`src/common/hack_defines.svh`:
```
`ifndef HACK_DEFINES_SVH
`define HACK_DEFINES_SVH

// Data and instruction word width
`define HACK_WORD_W 16

// Program ROM holds 256 instructions
`define HACK_ROM_AW 8

// Address bits decoded inside each data region
`define HACK_RAM_AW 8

// Video scan timing, in clocks
`define HACK_SCAN_PERIOD 64
`define HACK_SCAN_BUSY 20

// Extra cycles of a video access once the scan is quiet
`define HACK_SLOW_WAIT 2

`endif

```
`src/common/hack_pkg.sv`:
```
`include "hack_defines.svh"

package hack_pkg;

  typedef struct packed {
    logic zx;  // Zero x
    logic nx;  // Negate x
    logic zy;  // Zero y
    logic ny;  // Negate y
    logic f;   // Add when set, AND when clear
    logic no;  // Negate the output
  } alu_ctrl_t;

  typedef struct packed {
    logic to_a;
    logic to_d;
    logic to_m;
  } dest_t;

  typedef struct packed {
    logic on_neg;
    logic on_zero;
    logic on_pos;
  } jump_t;

  // Top bit clear means the rest of the word is a constant for A
  typedef struct packed {
    logic                      is_c;
    logic [`HACK_WORD_W-2:0]   value;
  } a_instr_t;

  typedef struct packed {
    logic      is_c;
    logic [1:0] fill;   // Unused, set to ones by the assembler
    logic      a_sel;   // Take the memory operand instead of A
    alu_ctrl_t alu;
    dest_t     dest;
    jump_t     jump;
  } c_instr_t;

  // Both readings keep is_c in the top bit, so either view can pick the form
  typedef union packed {
    a_instr_t a;
    c_instr_t c;
  } instr_u;

  typedef struct packed {
    logic [`HACK_WORD_W-1:0] addr;
    logic [`HACK_WORD_W-1:0] wdata;
    logic                    we;
  } mem_req_t;

  typedef struct packed {
    logic [`HACK_WORD_W-1:0] addr;
    logic [`HACK_WORD_W-1:0] data;
  } store_t;

endpackage

```
`src/logic/instr_rom.sv`:
```
`timescale 1ns/1ps
`include "hack_defines.svh"

module instr_rom (
  input  logic                    clk,
  input  logic                    prog_we,
  input  logic [`HACK_ROM_AW-1:0] prog_addr,
  input  hack_pkg::instr_u        prog_data,
  input  logic [`HACK_WORD_W-1:0] pc,
  output hack_pkg::instr_u        instr
);

  localparam int depth = 1 << `HACK_ROM_AW;

  hack_pkg::instr_u rom [0:depth-1];

  // Host side, used only while the core sits in reset
  always_ff @(posedge clk) begin
    if (prog_we) begin
      rom[prog_addr] <= prog_data;
    end
  end

  // Registered fetch, the word shows up one cycle after pc
  always_ff @(posedge clk) begin
    instr <= rom[pc[`HACK_ROM_AW-1:0]];  // Upper pc bits wrap onto the ROM
  end

endmodule

```
`config.mk`:
```
export PLATFORM = sky130hd
export DESIGN_NAME = instr_rom
export DESIGN_NICKNAME = d
export VERILOG_FILES = /design/src/common/hack_pkg.sv /design/src/logic/instr_rom.sv
export VERILOG_INCLUDE_DIRS = /design/src /design/src/common
export SDC_FILE = /design/constraint.sdc
export NUM_CORES = 2
export LEC_CHECK = 0
export BUFFER_PORTS_ARGS = -buffer_cell sky130_fd_sc_hd__buf_2
export CAP_MARGIN = 20
export CELL_PAD_IN_SITES_DETAIL_PLACEMENT = 0
export CELL_PAD_IN_SITES_GLOBAL_PLACEMENT = 2
export CORE_MARGIN = 1
export CORE_UTILIZATION = 26
export CTS_CLUSTER_DIAMETER = 50
export DETAILED_ROUTE_END_ITERATION = 8
export GPL_TIMING_DRIVEN = 0
export PLACE_DENSITY_LB_ADDON = 0.05
export SKIP_CTS_REPAIR_TIMING = 1
export SLEW_MARGIN = 20
export SYNTH_ARGS = -nofsm -noshare
export SYNTH_HDL_FRONTEND = slang
export SYNTH_SLANG_ARGS = --single-unit
```
`constraint.sdc`:
```
create_clock -name clk -period 2.2 [get_ports clk]
set_input_delay 0.11 -clock clk [delete_from_list [all_inputs] [get_ports clk]]
set_output_delay 0.11 -clock clk [all_outputs]
set_load 0.1 [all_outputs]
```
; Word-level counts from Yosys, hierarchy flattened
; Memory sizes are Yosys's and may differ from the RTL's. A register that Yosys moved wholly into a read port is not among the register bits.
; Cells that the tools add are included.
[totals]
in_bits = 42
n_memories = 1
wordCells = 3
output_inout_bits = 16
ramBits = 4096
register_bits = 0
[classes]
n_mux = 2
[memory_table]
columns = memory, depth, word_bits, rd, rd_ports_with_merged_regs, write_ports, line_no
row1 = rom, 256, 16, 1, 1, 1, instr_rom.sv:15  ; hack_pkg::instr_u rom [0:depth-1];
[op_table]
columns = op, n
row1 = $mux 1, 2

; Longest topological paths before layout
[depth]
ltp_word = 2
mapped_depth = 12

; Least setup slack after synthesis
; Ideal clock, no wire load.
[synth_timing]
path_type = input port to flip-flop
start = input prog_addr[3]
end = memory rom[235][0] in the netlist's numbering (enable)
setup_ns = 0.388
path_stages = 6
arrival_ns = 1.887
n_path_buf = 3
slack_ns = -0.075
path_cell_list = clkbuf_1 nor2b_1 clkbuf_1 nand4_1 clkbuf_1 nor2_1
[synth_lines]
columns = item, line_no
row1 = "start, declared", instr_rom.sv:7  ; input logic [`HACK_ROM_AW-1:0] prog_addr,
row2 = "end, declared", instr_rom.sv:15
; Straight into the memory's write port.

==> results by group <==
Clock tree
  • Inserted Clock Buffers: about 580
  • CTS Sinks: 4112
  • Clock latency on the worst-skew pair: 1.10 ns
  • Root buffer cell: clkbuf_16
  • Clock Path Buffers: 4
  • Htree depth: 6
  • Reg clk slew, reported paths: roughly 0.05 ns
  • CTS tree: done

Logic synthesis
  • Post-synth cell types: 52
  • Register area share after synthesis: 77.7%
  • Synth async-reset ratio: 0%
  • Syn Nets: 7402
  • EDFF count, synth: 4096
  • Synth Flop Type: edfxtp_1
  • Avg Cell Area, Syn: 21.6 µm²
  • Yosys reg bits: 4112
  • Post-Syn Area: 0.159 mm²
  • Ys Warns: 0
  • Post-synthesis cell count: 7360

Timing
  • Tcrit/Tclk final: 134%
  • Min Tclk post-route: 2.95 ns
  • Setup Skew: 0.0836 ns
  • Slack of the critical path: -0.748 ns
  • Final Hold Fails: 2
  • Worst hold slack: -0.0252 ns
  • Sum Neg Setup Slack: -17.74 ns
  • Fmax: 339 MHz
  • Slew margin rel.: 11.3%
  • Actual slew at the worst max-slew pin: 1.33 ns
  • Final setup violating endpoints: 138
  • Unrepaired setup endpoints after global routing: true
  • Pins Over Slew Limit: 0

Pwr
  • Comb pwr share: 6.4%
  • Cell-internal power: 146 mW
  • VDD IR max: approximately 0.78 mV
  • Sw Share: 23.5%
  • Seq pwr share: roughly 45%
  • Leak: between 60 and 70 nW
  • Clock Power Share: 48.4%
  • PD cells: 961 mW/mm²
  • Power Total: 191 mW
  • Net switching power: roughly 45 mW

Detailed routing
  • WL/cell: 39.2 µm
  • Drt initial violations: 7521
  • Vias/cell: approximately 5
  • # DRC: 0
  • Final WL: around 660 mm
  • Vias after detailed routing: 82200
  • DRT antenna net count: 0
  • Drt pass-1 iters: 5

Global route
  • Largest net degree at the start of global routing: 101
  • Global-route wire length before repair: 855 mm
  • Initial antenna violation count: 63
  • Number of global-route vias before repair: 84600
  • GRT Residual Overflow: 0
  • GRT Total Usage: 21.1%

Critical path
  • Crit. End Element: flip-flop
  • CP max FO: 1
  • Worst Path Required: 3.11 ns
  • Worst setup SP type: flip-flop
  • Critical Path AT: 3.86 ns
  • Critical path type: flip-flop to flip-flop

Cells and area
  • Share of cells above drive strength 1: 34.3%
  • Fin util: roughly 33%
  • Commonest non-fill, non-tap cell in the layout: edfxtp_1
  • Fin nets: ~8300
  • Commonest cells after routing, fill and taps aside: edfxtp_1 (4096), mux4_2 (797), clkbuf_16 (592), mux2i_1 (565), nor2_4 (234)
  • Fill cell count: between 50000 and 60000
  • P&R area growth vs syn: 25.4%

Floorplan
  • Core area: 0.607 mm²
  • Initial Util: between 20% and 30%
  • # rows: between 200 and 300
  • DIE AREA: 0.614 mm²
  • Die width: 783 µm
  • I/O pin cnt: 58
  • Die Span Y: between 700 and 800 µm

Outcome
  • Outcome: finished with violations
  • Violated checks: negative hold slack, negative setup slack

Placed design
  • IO buf count: 39
  • Dpl hpwl: ~470 mm
  • GPL Wtd Cong: roughly 0.91

Worst hold path
  • Hold Crit Class: input pin to flip-flop

Flow run
  • Max Cap Viol: 0
-- metal layers --
metal	up-vias	track usage, %	wire, µm
li1	33500	-	-
met1	45600	27.6	280000
met2	2322	36.6	331000
met3	773	2.70	28100
met4	2	5.87	21700
met5	-	0	11
-- through the flow --
step           cells  setup slack (ns)  area, µm²
5_1_grt        16800            -0.762     199000
4_1_cts        16800             -2.27     196000
3_3_place_gp   15500             -6.35     169000
3_5_place_dp   15700             -3.46     177000
2_1_floorplan   7360           -0.0750     159000
6_report       16900            -0.748     199000
-- registers in the layout (all words and copies together) (netlist names) --
signal / count
rom: 4096
instr: 16
-- cells by family (layout without fill, tap and decap cells) --
logic type	after synthesis	in the layout	share of synthesized area [%]
DFF	4112	4112	77.7
muxes	1450	1450	15.5
AOI/OAI and AO/OA	786	786	3.54
and+or+nand+nor	556	556	1.57
buffers and inverters	456	1860	1.69
other	0	25	0
-- final timing paths --
path / slack (ns) / cells past startpoint / start / end
max: -0.75 / 6 / rom[8][6]$_DFFE_PP_ / instr[6]$_DFF_P_
max reg2reg: -0.75 / 6 / rom[8][6]$_DFFE_PP_ / instr[6]$_DFF_P_
min: -0.03 / 4 / prog_addr[1] / rom[8][11]$_DFFE_PP_
min reg2reg: 1.23 / 6 / rom[120][8]$_DFFE_PP_ / instr[8]$_DFF_P_
-- power by group through the flow --
stage | registers [mW] | clock network [mW] | logic [mW]
2_1_floorplan | 88.5 | 0 | 4.26
3_3_place_gp | 88.5 | 0 | 11.0
3_5_place_dp | 88.1 | 0 | 11.8
4_1_cts | 86.5 | 94.7 | 11.8
5_1_grt | 86.4 | 97.7 | 12.6
6_report | 86.5 | 92.6 | 12.2
-- Yosys cell counts (27+ instances only) --
cell / number / area, µm²
buf_6: 77 / 867
nor3_1: 92 / 460
a22oi_1: 43 / 323
o22ai_1: 148 / 926
o21ai_0: 37 / 185
a21oi_1: 175 / 876
mux4_2: 797 / 17900
buf_1: 27 / 101
nand3_1: 35 / 175
mux2_2: 88 / 991
buf_2: 76 / 380
edfxtp_1: 4096 / 123000
clkbuf_1: 230 / 863
a22o_1: 32 / 280
nor2_1: 304 / 1140
mux2i_1: 565 / 5660
o221ai_1: 252 / 2210
nand2_1: 38 / 143
a221oi_1: 28 / 245
-- worst max-delay path, cell delays in order, from the launching register on --
cell and delay [ns]:
edfxtp_1 0.36, mux4_2 0.50, mux2_2 0.32, a22oi_2 0.48
nand2_2 0.27, o32ai_4 0.62, nor4_4 0.18
-- area by class of cell --
cell class	instances	area, µm²	area share, %
sequential	4112	123000	61.9
multi-input combinational	2792	36800	18.5
clock buffer	691	15200	7.64
tap	8064	10100	5.07
timing repair buffer	365	6310	3.17
clock inverter	348	3750	1.88
buffer	452	3500	1.76
antenna	25	62.6	0.0314
inverter	4	20.0	0.0101
Power figures use the tool's default switching activity.
