`config.mk`:
```
export PLATFORM = sky130hd
export DESIGN_NAME = hack_cpu
export DESIGN_NICKNAME = d
export VERILOG_FILES = /design/src/common/hack_pkg.sv /design/src/cpu/hack_alu.sv /design/src/cpu/hack_cpu.sv
export VERILOG_INCLUDE_DIRS = /design/src /design/src/common
export SDC_FILE = /design/constraint.sdc
export NUM_CORES = 1
export LEC_CHECK = 0
export ABC_AREA = 1
export BUFFER_PORTS_ARGS = -buffer_cell sky130_fd_sc_hd__buf_2
export CAP_MARGIN = 30
export CELL_PAD_IN_SITES_DETAIL_PLACEMENT = 1
export CELL_PAD_IN_SITES_GLOBAL_PLACEMENT = 1
export CORE_MARGIN = 2
export CORE_UTILIZATION = 44
export DETAILED_ROUTE_END_ITERATION = 8
export PLACE_DENSITY_LB_ADDON = 0.1
export SLEW_MARGIN = 25
export SYNTH_ARGS = -nofsm -noshare
export SYNTH_HDL_FRONTEND = slang
export SYNTH_SLANG_ARGS = --single-unit
```
`constraint.sdc`:
```
create_clock -name clk -period 10.7 [get_ports clk]
set_input_delay 1.605 -clock clk [delete_from_list [all_inputs] [get_ports clk]]
set_output_delay 1.605 -clock clk [all_outputs]
set_load 0.01 [all_outputs]
```
`src/common/hack_defines.svh`:
```
`ifndef HACK_DEFINES_SVH
`define HACK_DEFINES_SVH

// Data and instruction word width
`define HACK_WORD_W 16

// Program ROM holds 256 instructions
`define HACK_ROM_AW 8

// Address bits decoded inside each data region
`define HACK_RAM_AW 8

// Video scan timing, in clocks
`define HACK_SCAN_PERIOD 64
`define HACK_SCAN_BUSY 20

// Extra cycles of a video access once the scan is quiet
`define HACK_SLOW_WAIT 2

`endif

```
`src/common/hack_pkg.sv`:
```
`include "hack_defines.svh"

package hack_pkg;

  typedef struct packed {
    logic zx;  // Zero x
    logic nx;  // Negate x
    logic zy;  // Zero y
    logic ny;  // Negate y
    logic f;   // Add when set, AND when clear
    logic no;  // Negate the output
  } alu_ctrl_t;

  typedef struct packed {
    logic to_a;
    logic to_d;
    logic to_m;
  } dest_t;

  typedef struct packed {
    logic on_neg;
    logic on_zero;
    logic on_pos;
  } jump_t;

  // Top bit clear means the rest of the word is a constant for A
  typedef struct packed {
    logic                      is_c;
    logic [`HACK_WORD_W-2:0]   value;
  } a_instr_t;

  typedef struct packed {
    logic      is_c;
    logic [1:0] fill;   // Unused, set to ones by the assembler
    logic      a_sel;   // Take the memory operand instead of A
    alu_ctrl_t alu;
    dest_t     dest;
    jump_t     jump;
  } c_instr_t;

  // Both readings keep is_c in the top bit, so either view can pick the form
  typedef union packed {
    a_instr_t a;
    c_instr_t c;
  } instr_u;

  typedef struct packed {
    logic [`HACK_WORD_W-1:0] addr;
    logic [`HACK_WORD_W-1:0] wdata;
    logic                    we;
  } mem_req_t;

  typedef struct packed {
    logic [`HACK_WORD_W-1:0] addr;
    logic [`HACK_WORD_W-1:0] data;
  } store_t;

endpackage

```
`src/cpu/hack_alu.sv`:
```
`timescale 1ns/1ps
`include "hack_defines.svh"

module hack_alu (
  input  logic [`HACK_WORD_W-1:0] x,
  input  logic [`HACK_WORD_W-1:0] y,
  input  hack_pkg::alu_ctrl_t     ctrl,
  output logic [`HACK_WORD_W-1:0] result,
  output logic                    zero,
  output logic                    neg
);

  logic [`HACK_WORD_W-1:0] x_z;
  logic [`HACK_WORD_W-1:0] x_n;
  logic [`HACK_WORD_W-1:0] y_z;
  logic [`HACK_WORD_W-1:0] y_n;
  logic [`HACK_WORD_W-1:0] raw;

  // Operand conditioning happens in a fixed order: zero first, then negate
  assign x_z = ctrl.zx ? '0 : x;
  assign x_n = ctrl.nx ? ~x_z : x_z;
  assign y_z = ctrl.zy ? '0 : y;
  assign y_n = ctrl.ny ? ~y_z : y_z;

  assign raw    = ctrl.f ? (x_n + y_n) : (x_n & y_n);  // Wraps at 16 bits
  assign result = ctrl.no ? ~raw : raw;

  // Flags describe the final result, which is what the jump logic tests
  assign zero = (result == '0);
  assign neg  = result[`HACK_WORD_W-1];

endmodule

```
`src/cpu/hack_cpu.sv`:
```
`timescale 1ns/1ps
`include "hack_defines.svh"

module hack_cpu (
  input  logic                    clk,
  input  logic                    reset,
  input  hack_pkg::instr_u        instr,
  input  logic [`HACK_WORD_W-1:0] rdata,
  input  logic                    busy,
  output logic [`HACK_WORD_W-1:0] pc,
  output hack_pkg::mem_req_t      mem_req,
  output logic                    store_valid,
  output hack_pkg::store_t        store
);

  localparam logic [2:0] st_fetch    = 3'd0;
  localparam logic [2:0] st_decode   = 3'd1;
  localparam logic [2:0] st_exec     = 3'd2;
  localparam logic [2:0] st_mem_read = 3'd3;
  localparam logic [2:0] st_mem_load = 3'd4;

  logic [2:0] state;

  logic [`HACK_WORD_W-1:0] a_reg;
  logic [`HACK_WORD_W-1:0] d_reg;
  logic [`HACK_WORD_W-1:0] m_reg;  // Copy of RAM[A], refreshed after every A write

  hack_pkg::a_instr_t ai;
  hack_pkg::c_instr_t ci;

  logic [`HACK_WORD_W-1:0] alu_y;
  logic [`HACK_WORD_W-1:0] alu_out;
  logic                    alu_zero;
  logic                    alu_neg;
  logic                    alu_pos;
  logic                    take_jump;
  logic                    exec_done;

  // The ROM holds its word stable from decode until pc moves, so exec reads it directly
  assign ai = instr.a;
  assign ci = instr.c;

  assign alu_y = ci.a_sel ? m_reg : a_reg;

  hack_alu i_hack_alu (
    .x      (d_reg),
    .y      (alu_y),
    .ctrl   (ci.alu),
    .result (alu_out),
    .zero   (alu_zero),
    .neg    (alu_neg)
  );

  assign alu_pos   = !(alu_neg || alu_zero);
  assign take_jump = (ci.jump.on_neg && alu_neg) ||
                     (ci.jump.on_zero && alu_zero) ||
                     (ci.jump.on_pos && alu_pos);

  // Only a memory write has to wait for the memory in exec
  assign exec_done = !ci.dest.to_m || !busy;

  always_comb begin
    mem_req.addr  = a_reg;  // The memory is always addressed by A
    mem_req.wdata = alu_out;
    mem_req.we    = (state == st_exec) && ci.is_c && ci.dest.to_m;
  end

  always_ff @(posedge clk) begin
    if (reset) begin
      state       <= st_fetch;
      pc          <= '0;
      a_reg       <= '0;
      d_reg       <= '0;
      m_reg       <= '0;
      store_valid <= 1'b0;
    end else begin
      store_valid <= 1'b0;  // Pulse, raised again only by a committed write

      case (state)
        st_fetch: begin
          state <= st_decode;  // ROM word for pc arrives at this edge
        end

        st_decode: begin
          if (ai.is_c) begin
            state <= st_exec;
          end else begin
            a_reg <= {1'b0, ai.value};
            pc    <= pc + 1'b1;
            state <= st_mem_read;
          end
        end

        st_exec: begin
          if (exec_done) begin
            if (ci.dest.to_a) begin
              a_reg <= alu_out;
            end
            if (ci.dest.to_d) begin
              d_reg <= alu_out;
            end
            if (ci.dest.to_m) begin
              m_reg       <= alu_out;  // Keeps the operand coherent with RAM
              store_valid <= 1'b1;
            end

            // Jump target is the value of A before this instruction wrote it
            if (take_jump) begin
              pc <= a_reg;
            end else begin
              pc <= pc + 1'b1;
            end

            // A new address needs a new memory operand before the next instruction
            state <= ci.dest.to_a ? st_mem_read : st_fetch;
          end
        end

        st_mem_read: begin
          if (!busy) begin
            state <= st_mem_load;
          end
        end

        st_mem_load: begin
          m_reg <= rdata;
          state <= st_fetch;
        end

        default: begin
          state <= st_fetch;
        end
      endcase
    end
  end

  // Commit record travels with the store pulse
  always_ff @(posedge clk) begin
    if (state == st_exec && exec_done && ci.dest.to_m) begin
      store.addr <= a_reg;
      store.data <= alu_out;
    end
  end

endmodule

```
=== After elaboration in Yosys (flattened, before gate mapping) ===
Index checks and enable logic that the tools add are counted.

* Add/subtract/negate cells: 2
* Eq/ne operators: 9
* Muxes and demuxes: 24
* Bitwise logic cells: 6
* Reduce and logical (&&, ||, !) cells: 24

{| class="wikitable"
|+ Operator list
! cell !! count
|-
| $mux W16 || 15
|-
| $pmux W16 S2 || 3
|-
| $not A16 Y16 || 3
|-
| $add A16 B1 Y16 const B || 1
|-
| $add A16 B16 Y16 || 1
|-
| $and A16 B16 Y16 || 1
|-
| $logic_not A16 Y1 || 1
|-
| $pmux W3 S4 || 1
|-
| $ne A2 B2 Y1 const B || 5
|-
| $reduce_and A3 Y1 || 3
|-
| $logic_and A1 B1 Y1 || 7
|-
| $eq A3 B2 Y1 const B || 2
|-
| $mux W3 || 2
|-
| $logic_or A1 B1 Y1 || 4
|-
| $reduce_and A4 Y1 || 1
|-
| $reduce_bool A2 Y1 || 2
|-
| $eq A3 B1 Y1 const B || 1
|-
| $eq A3 B3 Y1 const B || 1
|-
| $logic_not A1 Y1 || 3
|-
| $logic_not A3 Y1 || 1
|-
| $reduce_or A3 Y1 || 1
|-
| $mux W1 || 2
|-
| $mux W2 || 1
|-
| $not A1 Y1 || 2
|-
| $reduce_and A2 Y1 || 1
|}

* Register bits after elaboration: 100
* Input bits: 35
* Output and inout port bits: 82
* Word-level logic and storage cells: 73

=== Longest topological paths before layout ===
Gate-level depths: netlist of run 1.

* Depth after elaboration: 16
* Gate-level depth with buffers: 28
* Depth with buffers taken out: 26

=== Modules after synthesis ===
Synthesis of run 1 repeated with hierarchy kept, for this count alone.

* Cells, all modules: 1032
* Area total of the unflattened synthesis: 6691.4 um2

{| class="wikitable"
|+ By module, submodules not included
! module !! times used !! cells an instance !! area an instance (um2) !! sequential area each (um2)
|-
| hack_cpu || 1 || 613 || 4601.9 || 2322.2
|-
| hack_alu || 1 || 419 || 2089.5 || 0.0
|}

=== Least setup slack after synthesis of run 1 ===
No wires, ideal clock.

* Path kind: input to output
* From: in instr[10] (netlist name)
* To: out mem_req[16] (netlist name)
* Data arrival time: 3.981 ns
* Required time: 9.095 ns
* Path slack: 5.114 ns
* Stages: 17
* Buffers on the path: 3
* Cell sequence: clkbuf_1 > clkbuf_1 > xor2_1 > inv_1 > ha_1 > nand2_1 > inv_1 > a21oi_1 > nand2_1 > nand2_2 > nand2_2 > nand2_1 > nand3_1 > nand3_1 > nand2_2 > inv_1 > buf_4

* Longest elaborated chain between the ends: 5
* Elaborated cells on any way between the ends: 6
* Those cells by class: 1 x add/sub; 3 x mux; 2 x bitwise

{| class="wikitable"
|+ RTL lines
! element !! line !! RTL
|-
| start: declaration || hack_cpu.sv:7 || <nowiki>input hack_pkg::instr_u instr,</nowiki>
|-
| $mux W16 * || hack_alu.sv:21 || <nowiki>assign x_n = ctrl.nx ? ~x_z : x_z;</nowiki>
|-
| $add A16 B16 Y16 or $and A16 B16 Y16 (tied branches) || hack_alu.sv:25 || <nowiki>assign raw = ctrl.f ? (x_n + y_n) : (x_n & y_n);</nowiki>
|-
| $mux W16 * || hack_alu.sv:25 ||
|-
| $not A16 Y16 || hack_alu.sv:26 || <nowiki>assign result = ctrl.no ? ~raw : raw;</nowiki>
|-
| $mux W16 * || hack_alu.sv:26 ||
|-
| end: declaration || hack_cpu.sv:11 || <nowiki>output hack_pkg::mem_req_t mem_req,</nowiki>
|}

Mark *: on every way between the ends. The rest lies on a longest branch, timed or not.

==> results of run 1 <==
-- worst max-delay path, stage by stage --
cell	delay [ps]
sky130_fd_sc_hd__buf_2	230
sky130_fd_sc_hd__clkinv_1	450
sky130_fd_sc_hd__o21ai_0	380
sky130_fd_sc_hd__xor2_1	110
sky130_fd_sc_hd__ha_1	270
sky130_fd_sc_hd__fa_1	440
sky130_fd_sc_hd__nand3_1	120
sky130_fd_sc_hd__nand2_1	110
sky130_fd_sc_hd__nand3_1	160
sky130_fd_sc_hd__nand3_1	110
sky130_fd_sc_hd__nand2_1	90
sky130_fd_sc_hd__nand2_1	50
sky130_fd_sc_hd__nand2_1	50
sky130_fd_sc_hd__nand3_1	70
sky130_fd_sc_hd__nand2_1	190
sky130_fd_sc_hd__inv_1	100
sky130_fd_sc_hd__buf_2	150
-- Yosys cell counts (4+ instances only) --
| cell type | n | share of area |
|---|---|---|
| sky130_fd_sc_hd__dfxtp_1 | 68 | 0.20 |
| sky130_fd_sc_hd__buf_2 | 4 | 0.0030 |
| sky130_fd_sc_hd__xor2_1 | 43 | 0.056 |
| sky130_fd_sc_hd__a221oi_1 | 14 | 0.018 |
| sky130_fd_sc_hd__a21oi_1 | 74 | 0.055 |
| sky130_fd_sc_hd__nand3_1 | 96 | 0.072 |
| sky130_fd_sc_hd__nand4_1 | 5 | 0.0047 |
| sky130_fd_sc_hd__nand2_2 | 22 | 0.021 |
| sky130_fd_sc_hd__nand3_2 | 14 | 0.021 |
| sky130_fd_sc_hd__xnor2_1 | 6 | 0.0079 |
| sky130_fd_sc_hd__a21oi_2 | 10 | 0.013 |
| sky130_fd_sc_hd__nor2_1 | 33 | 0.019 |
| sky130_fd_sc_hd__clkbuf_1 | 23 | 0.013 |
| sky130_fd_sc_hd__o21ai_0 | 27 | 0.020 |
| sky130_fd_sc_hd__o211ai_1 | 23 | 0.026 |
| sky130_fd_sc_hd__edfxtp_1 | 32 | 0.14 |
| sky130_fd_sc_hd__inv_1 | 136 | 0.076 |
| sky130_fd_sc_hd__nor3_1 | 4 | 0.0030 |
| sky130_fd_sc_hd__ha_1 | 17 | 0.032 |
| sky130_fd_sc_hd__buf_4 | 5 | 0.0056 |
| sky130_fd_sc_hd__nand2_1 | 241 | 0.14 |
-- cell type report --
class	count	area [um^2]	share of cell area
multi-input combinational	651	3580	0.467
sequential	100	2320	0.302
timing repair buffer	123	673	0.0877
inverter	142	533	0.0694
tap	188	235	0.0306
clock buffer	9	225	0.0293
clock inverter	7	105	0.0137
-- power breakdown --
group          internal, W  switching (W)
clock             0.000209       0.000160
combinational     0.000149       0.000316
sequential        0.000435      0.0000303
total             0.000793       0.000506
-- metrics by stage --
step / total power (W) / area [um^2] / utilization / cells / setup slack, ps
3_5_place_dp: 0.000934 / 7320 / 0.487 / 1203 / 4460
2_1_floorplan: 0.000789 / 6680 / - / 935 / 5110
3_3_place_gp: 0.000923 / 7290 / 0.485 / 1202 / 4530
4_1_cts: 0.00130 / 7650 / 0.509 / 1219 / 4460
5_1_grt: 0.00138 / 7680 / 0.511 / 1220 / 4110
6_report: 0.00130 / 7680 / 0.511 / 1220 / 4410
-- cells by family after synthesis --
group,synth area share
buffers and inverters,0.117
DFF,0.348
adders and majority gates,0.0349
and+or+nand+nor,0.300
AOI/OAI and AO/OA,0.136
xor gates and xnor gates,0.0643
-- per-layer routing --
metal | part of all wire | vias to the layer above | GRT usage
met5 | 0 | - | 0
met4 | 0.014 | 0 | 0.0608
met3 | 0.041 | 25 | 0.0410
met2 | 0.49 | 154 | 0.465
met1 | 0.45 | 3141 | 0.352
li1 | - | 3217 | -
-- path summary, 6_finish.rpt --
path / depth (start not counted) / start / end / slack [ps]
worst min-delay path: 2 / m_reg[14] / m_reg[14] / 470
worst min register to register: 2 / m_reg[14] / m_reg[14] / 470
worst max register to register: 24 / a_reg[0] / pc[2] / 6830
worst max-delay path: 17 / instr[12] / mem_req[13] / 4410
==> impl_summary.txt, run 1 <==
----------------------------------------------------
[Run status]
  Status ... finished, final reports clean

[STA]
  Aggregate negative setup slack ... 0 ps
  Unrepaired setup endpoints after global routing ... false
  Final max-slew violation count ... 0
  Setup-failing EPs final ... 0
  Rel. slew slack ... 0.481
  Hold WS ... 470 ps
  Hold Violations, Final ... 0
  Highest Clock Rate ... 159 MHz
  Worst slew pin tran ... 778 ps
  Final worst-path cycle share ... 0.588
  Clk_skew ... 12.6 ps
  Min cycle time layout ... 6290 ps

[Detailed routing]
  Detailed router's first-iteration violation count ... 359
  Final WL ... 21,400 um
  Post-DR vias/cell ... 5.36
  Total vias in the final route ... 6,537
  DR DRC count ... 0
  Number of iterations in the first detailed-routing pass ... 4
  Antenna-violating nets left ... 0
  Post-DR wirelength/cell ... 17.6 um

[Worst hold path]
  Worst hold path class ... reg2reg

[Clock network]
  Clk pin slew, worst setup/hold paths ... 70 ps
  Depth of the CTS H-tree ... 3
  Clock Sink Count ... 100
  Buffer type at the clock tree root ... sky130_fd_sc_hd__clkbuf_16
  Resized Gates After CTS ... 0
  Post-CTS Repair Setup Buffers ... 0
  Number of buffers inserted for hold repair after clock tree synthesis ... 0
  Clock latency at the later pin of the worst-skew pair ... 360 ps
  Clock buffers created by TritonCTS ... 9
  Max Buffers Root-to-Sink ... 2
  CTS tree ... yes

[Finish]
  Commonest non-fill, non-tap cells in the layout ... sky130_fd_sc_hd__nand2_1 (241), sky130_fd_sc_hd__inv_1 (136), sky130_fd_sc_hd__buf_2 (116), sky130_fd_sc_hd__nand3_1 (96), sky130_fd_sc_hd__a21oi_1 (74)
  Register bank with the most flops ... store
  Number of filler instances in the final layout ... 2,005
  Most common cell after layout, fill and taps aside ... sky130_fd_sc_hd__nand2_1
  Layout Nets ... 1,080
  Max reg flops ... 32
  Layout-stage area growth over the synthesis result ... 15.0%
  Ratio of cells with drive above 1 in the final layout ... 0.196
  Antenna diode count ... 0

[Job]
  Number of max-cap violations ... 0

[Die]
  I/O pin count ... 117
  Vert. Die Dim ... 127 um
  Placeable core area ... 0.0150 mm^2
  Die extent in x ... 127 um
  Number of rows in the core area ... 45
  Initial core utilization ... 0.444
  Die Footprint ... 0.0162 mm^2

[Yosys]
  Sequential-to-total area share from yosys stat ... 0.348
  Netlist area before placement ... 0.00668 mm^2
  Yosys warning count ... 0
  Async set-or-reset flop fraction in the synthesized netlist ... 0
  Net count of the mapped netlist ... 988
  Number of synthesized flops with an enable pin ... 32
  Library cells used by synthesis ... 43
  Flip-flop and latch count after synthesis ... 100
  Number of cells produced by synthesis ... 935
  Post-Synthesis Mean Instance Area ... 7.14 um^2
  Main flop type after synthesis ... sky130_fd_sc_hd__dfxtp_1

[Global route]
  Wire length of the first global-routing pass ... 34,100 um
  Largest net degree at the start of global routing ... 52
  Global-route usage over all layers ... 0.267
  Number of antenna violations at the first check in global routing ... 0
  Via count of the first global-routing pass ... 6,427
  Residual overflow from global routing ... 0

[Pwr]
  Leakage power ... 3.62 nW
  Power per unit of standard cell area ... 169 mW/mm^2
  IR Drop Worst-Case VDD ... 0.0000931 V

[Critical path]
  Worst Path Max Fanout ... 18
  Classification of the worst setup path ... in2out
  Kind of capture point of the worst setup path ... output port
  Worst Setup Start Kind ... input pin
  Critical Path AT ... 4690 ps
  Worst endpoint required time ... 9100 ps

[Placement]
  IO buf count ... 116
  HPWL after detailed placement ... 16,000 um
  Last weighted congestion value of the routability-driven placer ... 0.839

----------------------------------------------------
Power figures use the tool's default switching activity.
==> run 2: changes to the inputs <==
--- a/config.mk
+++ b/config.mk
@@ -12,7 +12,7 @@
 export CELL_PAD_IN_SITES_DETAIL_PLACEMENT = 1
 export CELL_PAD_IN_SITES_GLOBAL_PLACEMENT = 1
 export CORE_MARGIN = 2
-export CORE_UTILIZATION = 44
+export CORE_UTILIZATION = 37
 export DETAILED_ROUTE_END_ITERATION = 8
 export PLACE_DENSITY_LB_ADDON = 0.1
 export SLEW_MARGIN = 25
==> constraint.sdc (replaced) <==
create_clock -name clk -period 5.1 [get_ports clk]
set_input_delay 0.765 -clock clk [delete_from_list [all_inputs] [get_ports clk]]
set_output_delay 0.765 -clock clk [all_outputs]
set_load 0.01 [all_outputs]
==> run 2 against run 1 <==
Against the previous run: utilization shrank 7.6 points; register-to-register slack got worse by 5500 ps; sequential cell count unchanged; hold slack worse by 6.6 ps; clock power increased by 110%; design area up 1.0%; non-clock buffer count grew 6; power is 110% higher; clock skew decreased by 5.2 ps; final cell count is 3.9% higher; setup slack lost 3600 ps; largest power group is now combinational cells.
==> impl_summary.txt, run 2 (synthesized netlist as in run 1, its figures left out) <==
----------------------------------------------------
[Run status]
  Status ... finished, final reports clean

[Critical path]
  Worst endpoint required time ... 4340 ps
  Critical path's slowest cell ... sky130_fd_sc_hd__ha_1
  Kind of capture point of the worst setup path ... output port
  Classification of the worst setup path ... in2out
  Worst Setup Start Kind ... input pin
  Cell chain of the critical path ... buf_2 > buf_4 > a21oi_1 > o21ai_0 > xor2_1 > ha_1 > nand2_1 > inv_1 > a21oi_1 > nand2_1 > nand2_2 > nand2_2 > nand2_1 > nand3_1 > nand3_1 > nand2_2 > inv_1 > buf_2
  Largest stage delay on the critical path ... 350 ps
  Worst Path Max Fanout ... 15
  Critical Path AT ... 3480 ps

[STA]
  Setup-failing EPs final ... 0
  Final worst-path cycle share ... 0.832
  Hold Violations, Final ... 0
  Min cycle time layout ... 4240 ps
  Worst slew pin tran ... 844 ps
  Rel. slew slack ... 0.437
  Highest Clock Rate ... 236 MHz
  Aggregate negative setup slack ... 0 ps
  Unrepaired setup endpoints after global routing ... false
  Final max-slew violation count ... 0
  Clk_skew ... 7.41 ps

[Detailed routing]
  Post-DR vias/cell ... 5.18
  Antenna-violating nets left ... 0
  DR DRC count ... 0
  Number of iterations in the first detailed-routing pass ... 5
  Detailed router's first-iteration violation count ... 289
  Total vias in the final route ... 6,564
  Final WL ... 22,000 um
  Post-DR wirelength/cell ... 17.4 um

[Placement]
  HPWL after detailed placement ... 16,600 um
  Last weighted congestion value of the routability-driven placer ... 0.816
  IO buf count ... 116

[Die]
  Placeable core area ... 0.0178 mm^2
  Number of rows in the core area ... 49
  Die Footprint ... 0.0191 mm^2
  Initial core utilization ... 0.374
  Vert. Die Dim ... 138 um
  Die extent in x ... 138 um
  I/O pin count ... 117

[Global route]
  Residual overflow from global routing ... 0
  Number of antenna violations at the first check in global routing ... 0
  Met2 track utilization from global routing ... 0.404
  Layer with the highest usage after global routing ... met2
  Via count of the first global-routing pass ... 6,472
  Largest net degree at the start of global routing ... 52
  Met3 demand-to-capacity share in global routing ... 0.0367
  Met1 capacity usage during global routing ... 0.304
  Wire length of the first global-routing pass ... 35,300 um
  Global-route usage over all layers ... 0.231

[Clock network]
  Clock buffers created by TritonCTS ... 9
  Clk pin slew, worst setup/hold paths ... 70 ps
  Buffer type at the clock tree root ... sky130_fd_sc_hd__clkbuf_16
  Resized Gates After CTS ... 0
  Clock latency at the later pin of the worst-skew pair ... 360 ps
  Number of buffers inserted for hold repair after clock tree synthesis ... 0
  CTS tree ... yes
  Clock Sink Count ... 100
  Post-CTS Repair Setup Buffers ... 0
  Depth of the CTS H-tree ... 3
  Max Buffers Root-to-Sink ... 2

[Finish]
  Max reg flops ... 32
  Layout-stage area growth over the synthesis result ... 16.2%
  Register bank with the most flops ... store
  Antenna diode count ... 0
  Ratio of cells with drive above 1 in the final layout ... 0.200
  Layout Nets ... 1,086
  Commonest non-fill, non-tap cells in the layout ... sky130_fd_sc_hd__nand2_1 (241), sky130_fd_sc_hd__inv_1 (136), sky130_fd_sc_hd__buf_2 (116), sky130_fd_sc_hd__nand3_1 (96), sky130_fd_sc_hd__a21oi_1 (74)
  Number of filler instances in the final layout ... 2,303
  Most common cell after layout, fill and taps aside ... sky130_fd_sc_hd__nand2_1

[Pwr]
  Leakage power ... 3.64 nW
  Power per unit of standard cell area ... 351 mW/mm^2
  IR Drop Worst-Case VDD ... 0.000193 V
  Total design power ... 0.00272 W

[Job]
  Number of max-cap violations ... 0

[Worst hold path]
  Worst hold path class ... reg2reg

----------------------------------------------------
run 2: changes by cell type in the layout (fill, tap and decap cells not counted), sizes merged:
cell,before,now
buf,123,129
inv,142,140
clkinvlp,1,2
clkinv,4,5
run 2: critical path, delay by kind of cell:
family                   cells  cell delay, ps
AND/OR/NAND/NOR              8             850
AO/OA/AOI/OAI                3             450
XOR/XNOR                     1             300
adder cells (fa/ha/maj)      1             350
buffers and inverters        5             760
run 2: worst paths after layout:
check / start / end / slack, ps / depth (start not counted)
worst max-delay path: instr[12] / mem_req[16] / 860 / 18
worst min-delay path: m_reg[11] / m_reg[11] / 460 / 2
worst max register to register: a_reg[0] / pc[5] / 1290 / 22
worst min register to register: m_reg[11] / m_reg[11] / 460 / 2
run 2: layer usage:
| metal | vias up | part of all wire |
|---|---|---|
| met1 | 3176 | 0.46 |
| met2 | 143 | 0.49 |
| met4 | 0 | 0.0091 |
| met5 | - | 0 |
| met3 | 18 | 0.040 |
| li1 | 3227 | - |
run 2: area by class of cell:
| cell class | count | area [um^2] | share of cell area |
|---|---|---|---|
| Tap cell | 229 | 287 | 0.0369 |
| Clock buffer | 9 | 225 | 0.0290 |
| Multi-Input combinational cell | 651 | 3580 | 0.462 |
| Sequential cell | 100 | 2320 | 0.299 |
| Inverter | 142 | 533 | 0.0687 |
| Clock inverter | 7 | 100 | 0.0129 |
| Timing Repair Buffer | 129 | 706 | 0.0910 |
run 2: metrics by stage:
stage                     std cells  cell area (um^2)  utilization  hold slack, ps  setup slack, ps
after floorplan                 935              6680            -             442             1120
after global placement         1249              7390        0.414             452              762
after detailed placement       1250              7420        0.416             454              658
after CTS                      1266              7740        0.434             465              850
after global routing           1267              7760        0.435             487              598
final                          1267              7760        0.435             463              858
run 2: where the power goes:
group          internal (W)  total (W)  switching [W]
logic              0.000319   0.000983       0.000665
clock network      0.000434   0.000759       0.000326
registers          0.000912   0.000976      0.0000644
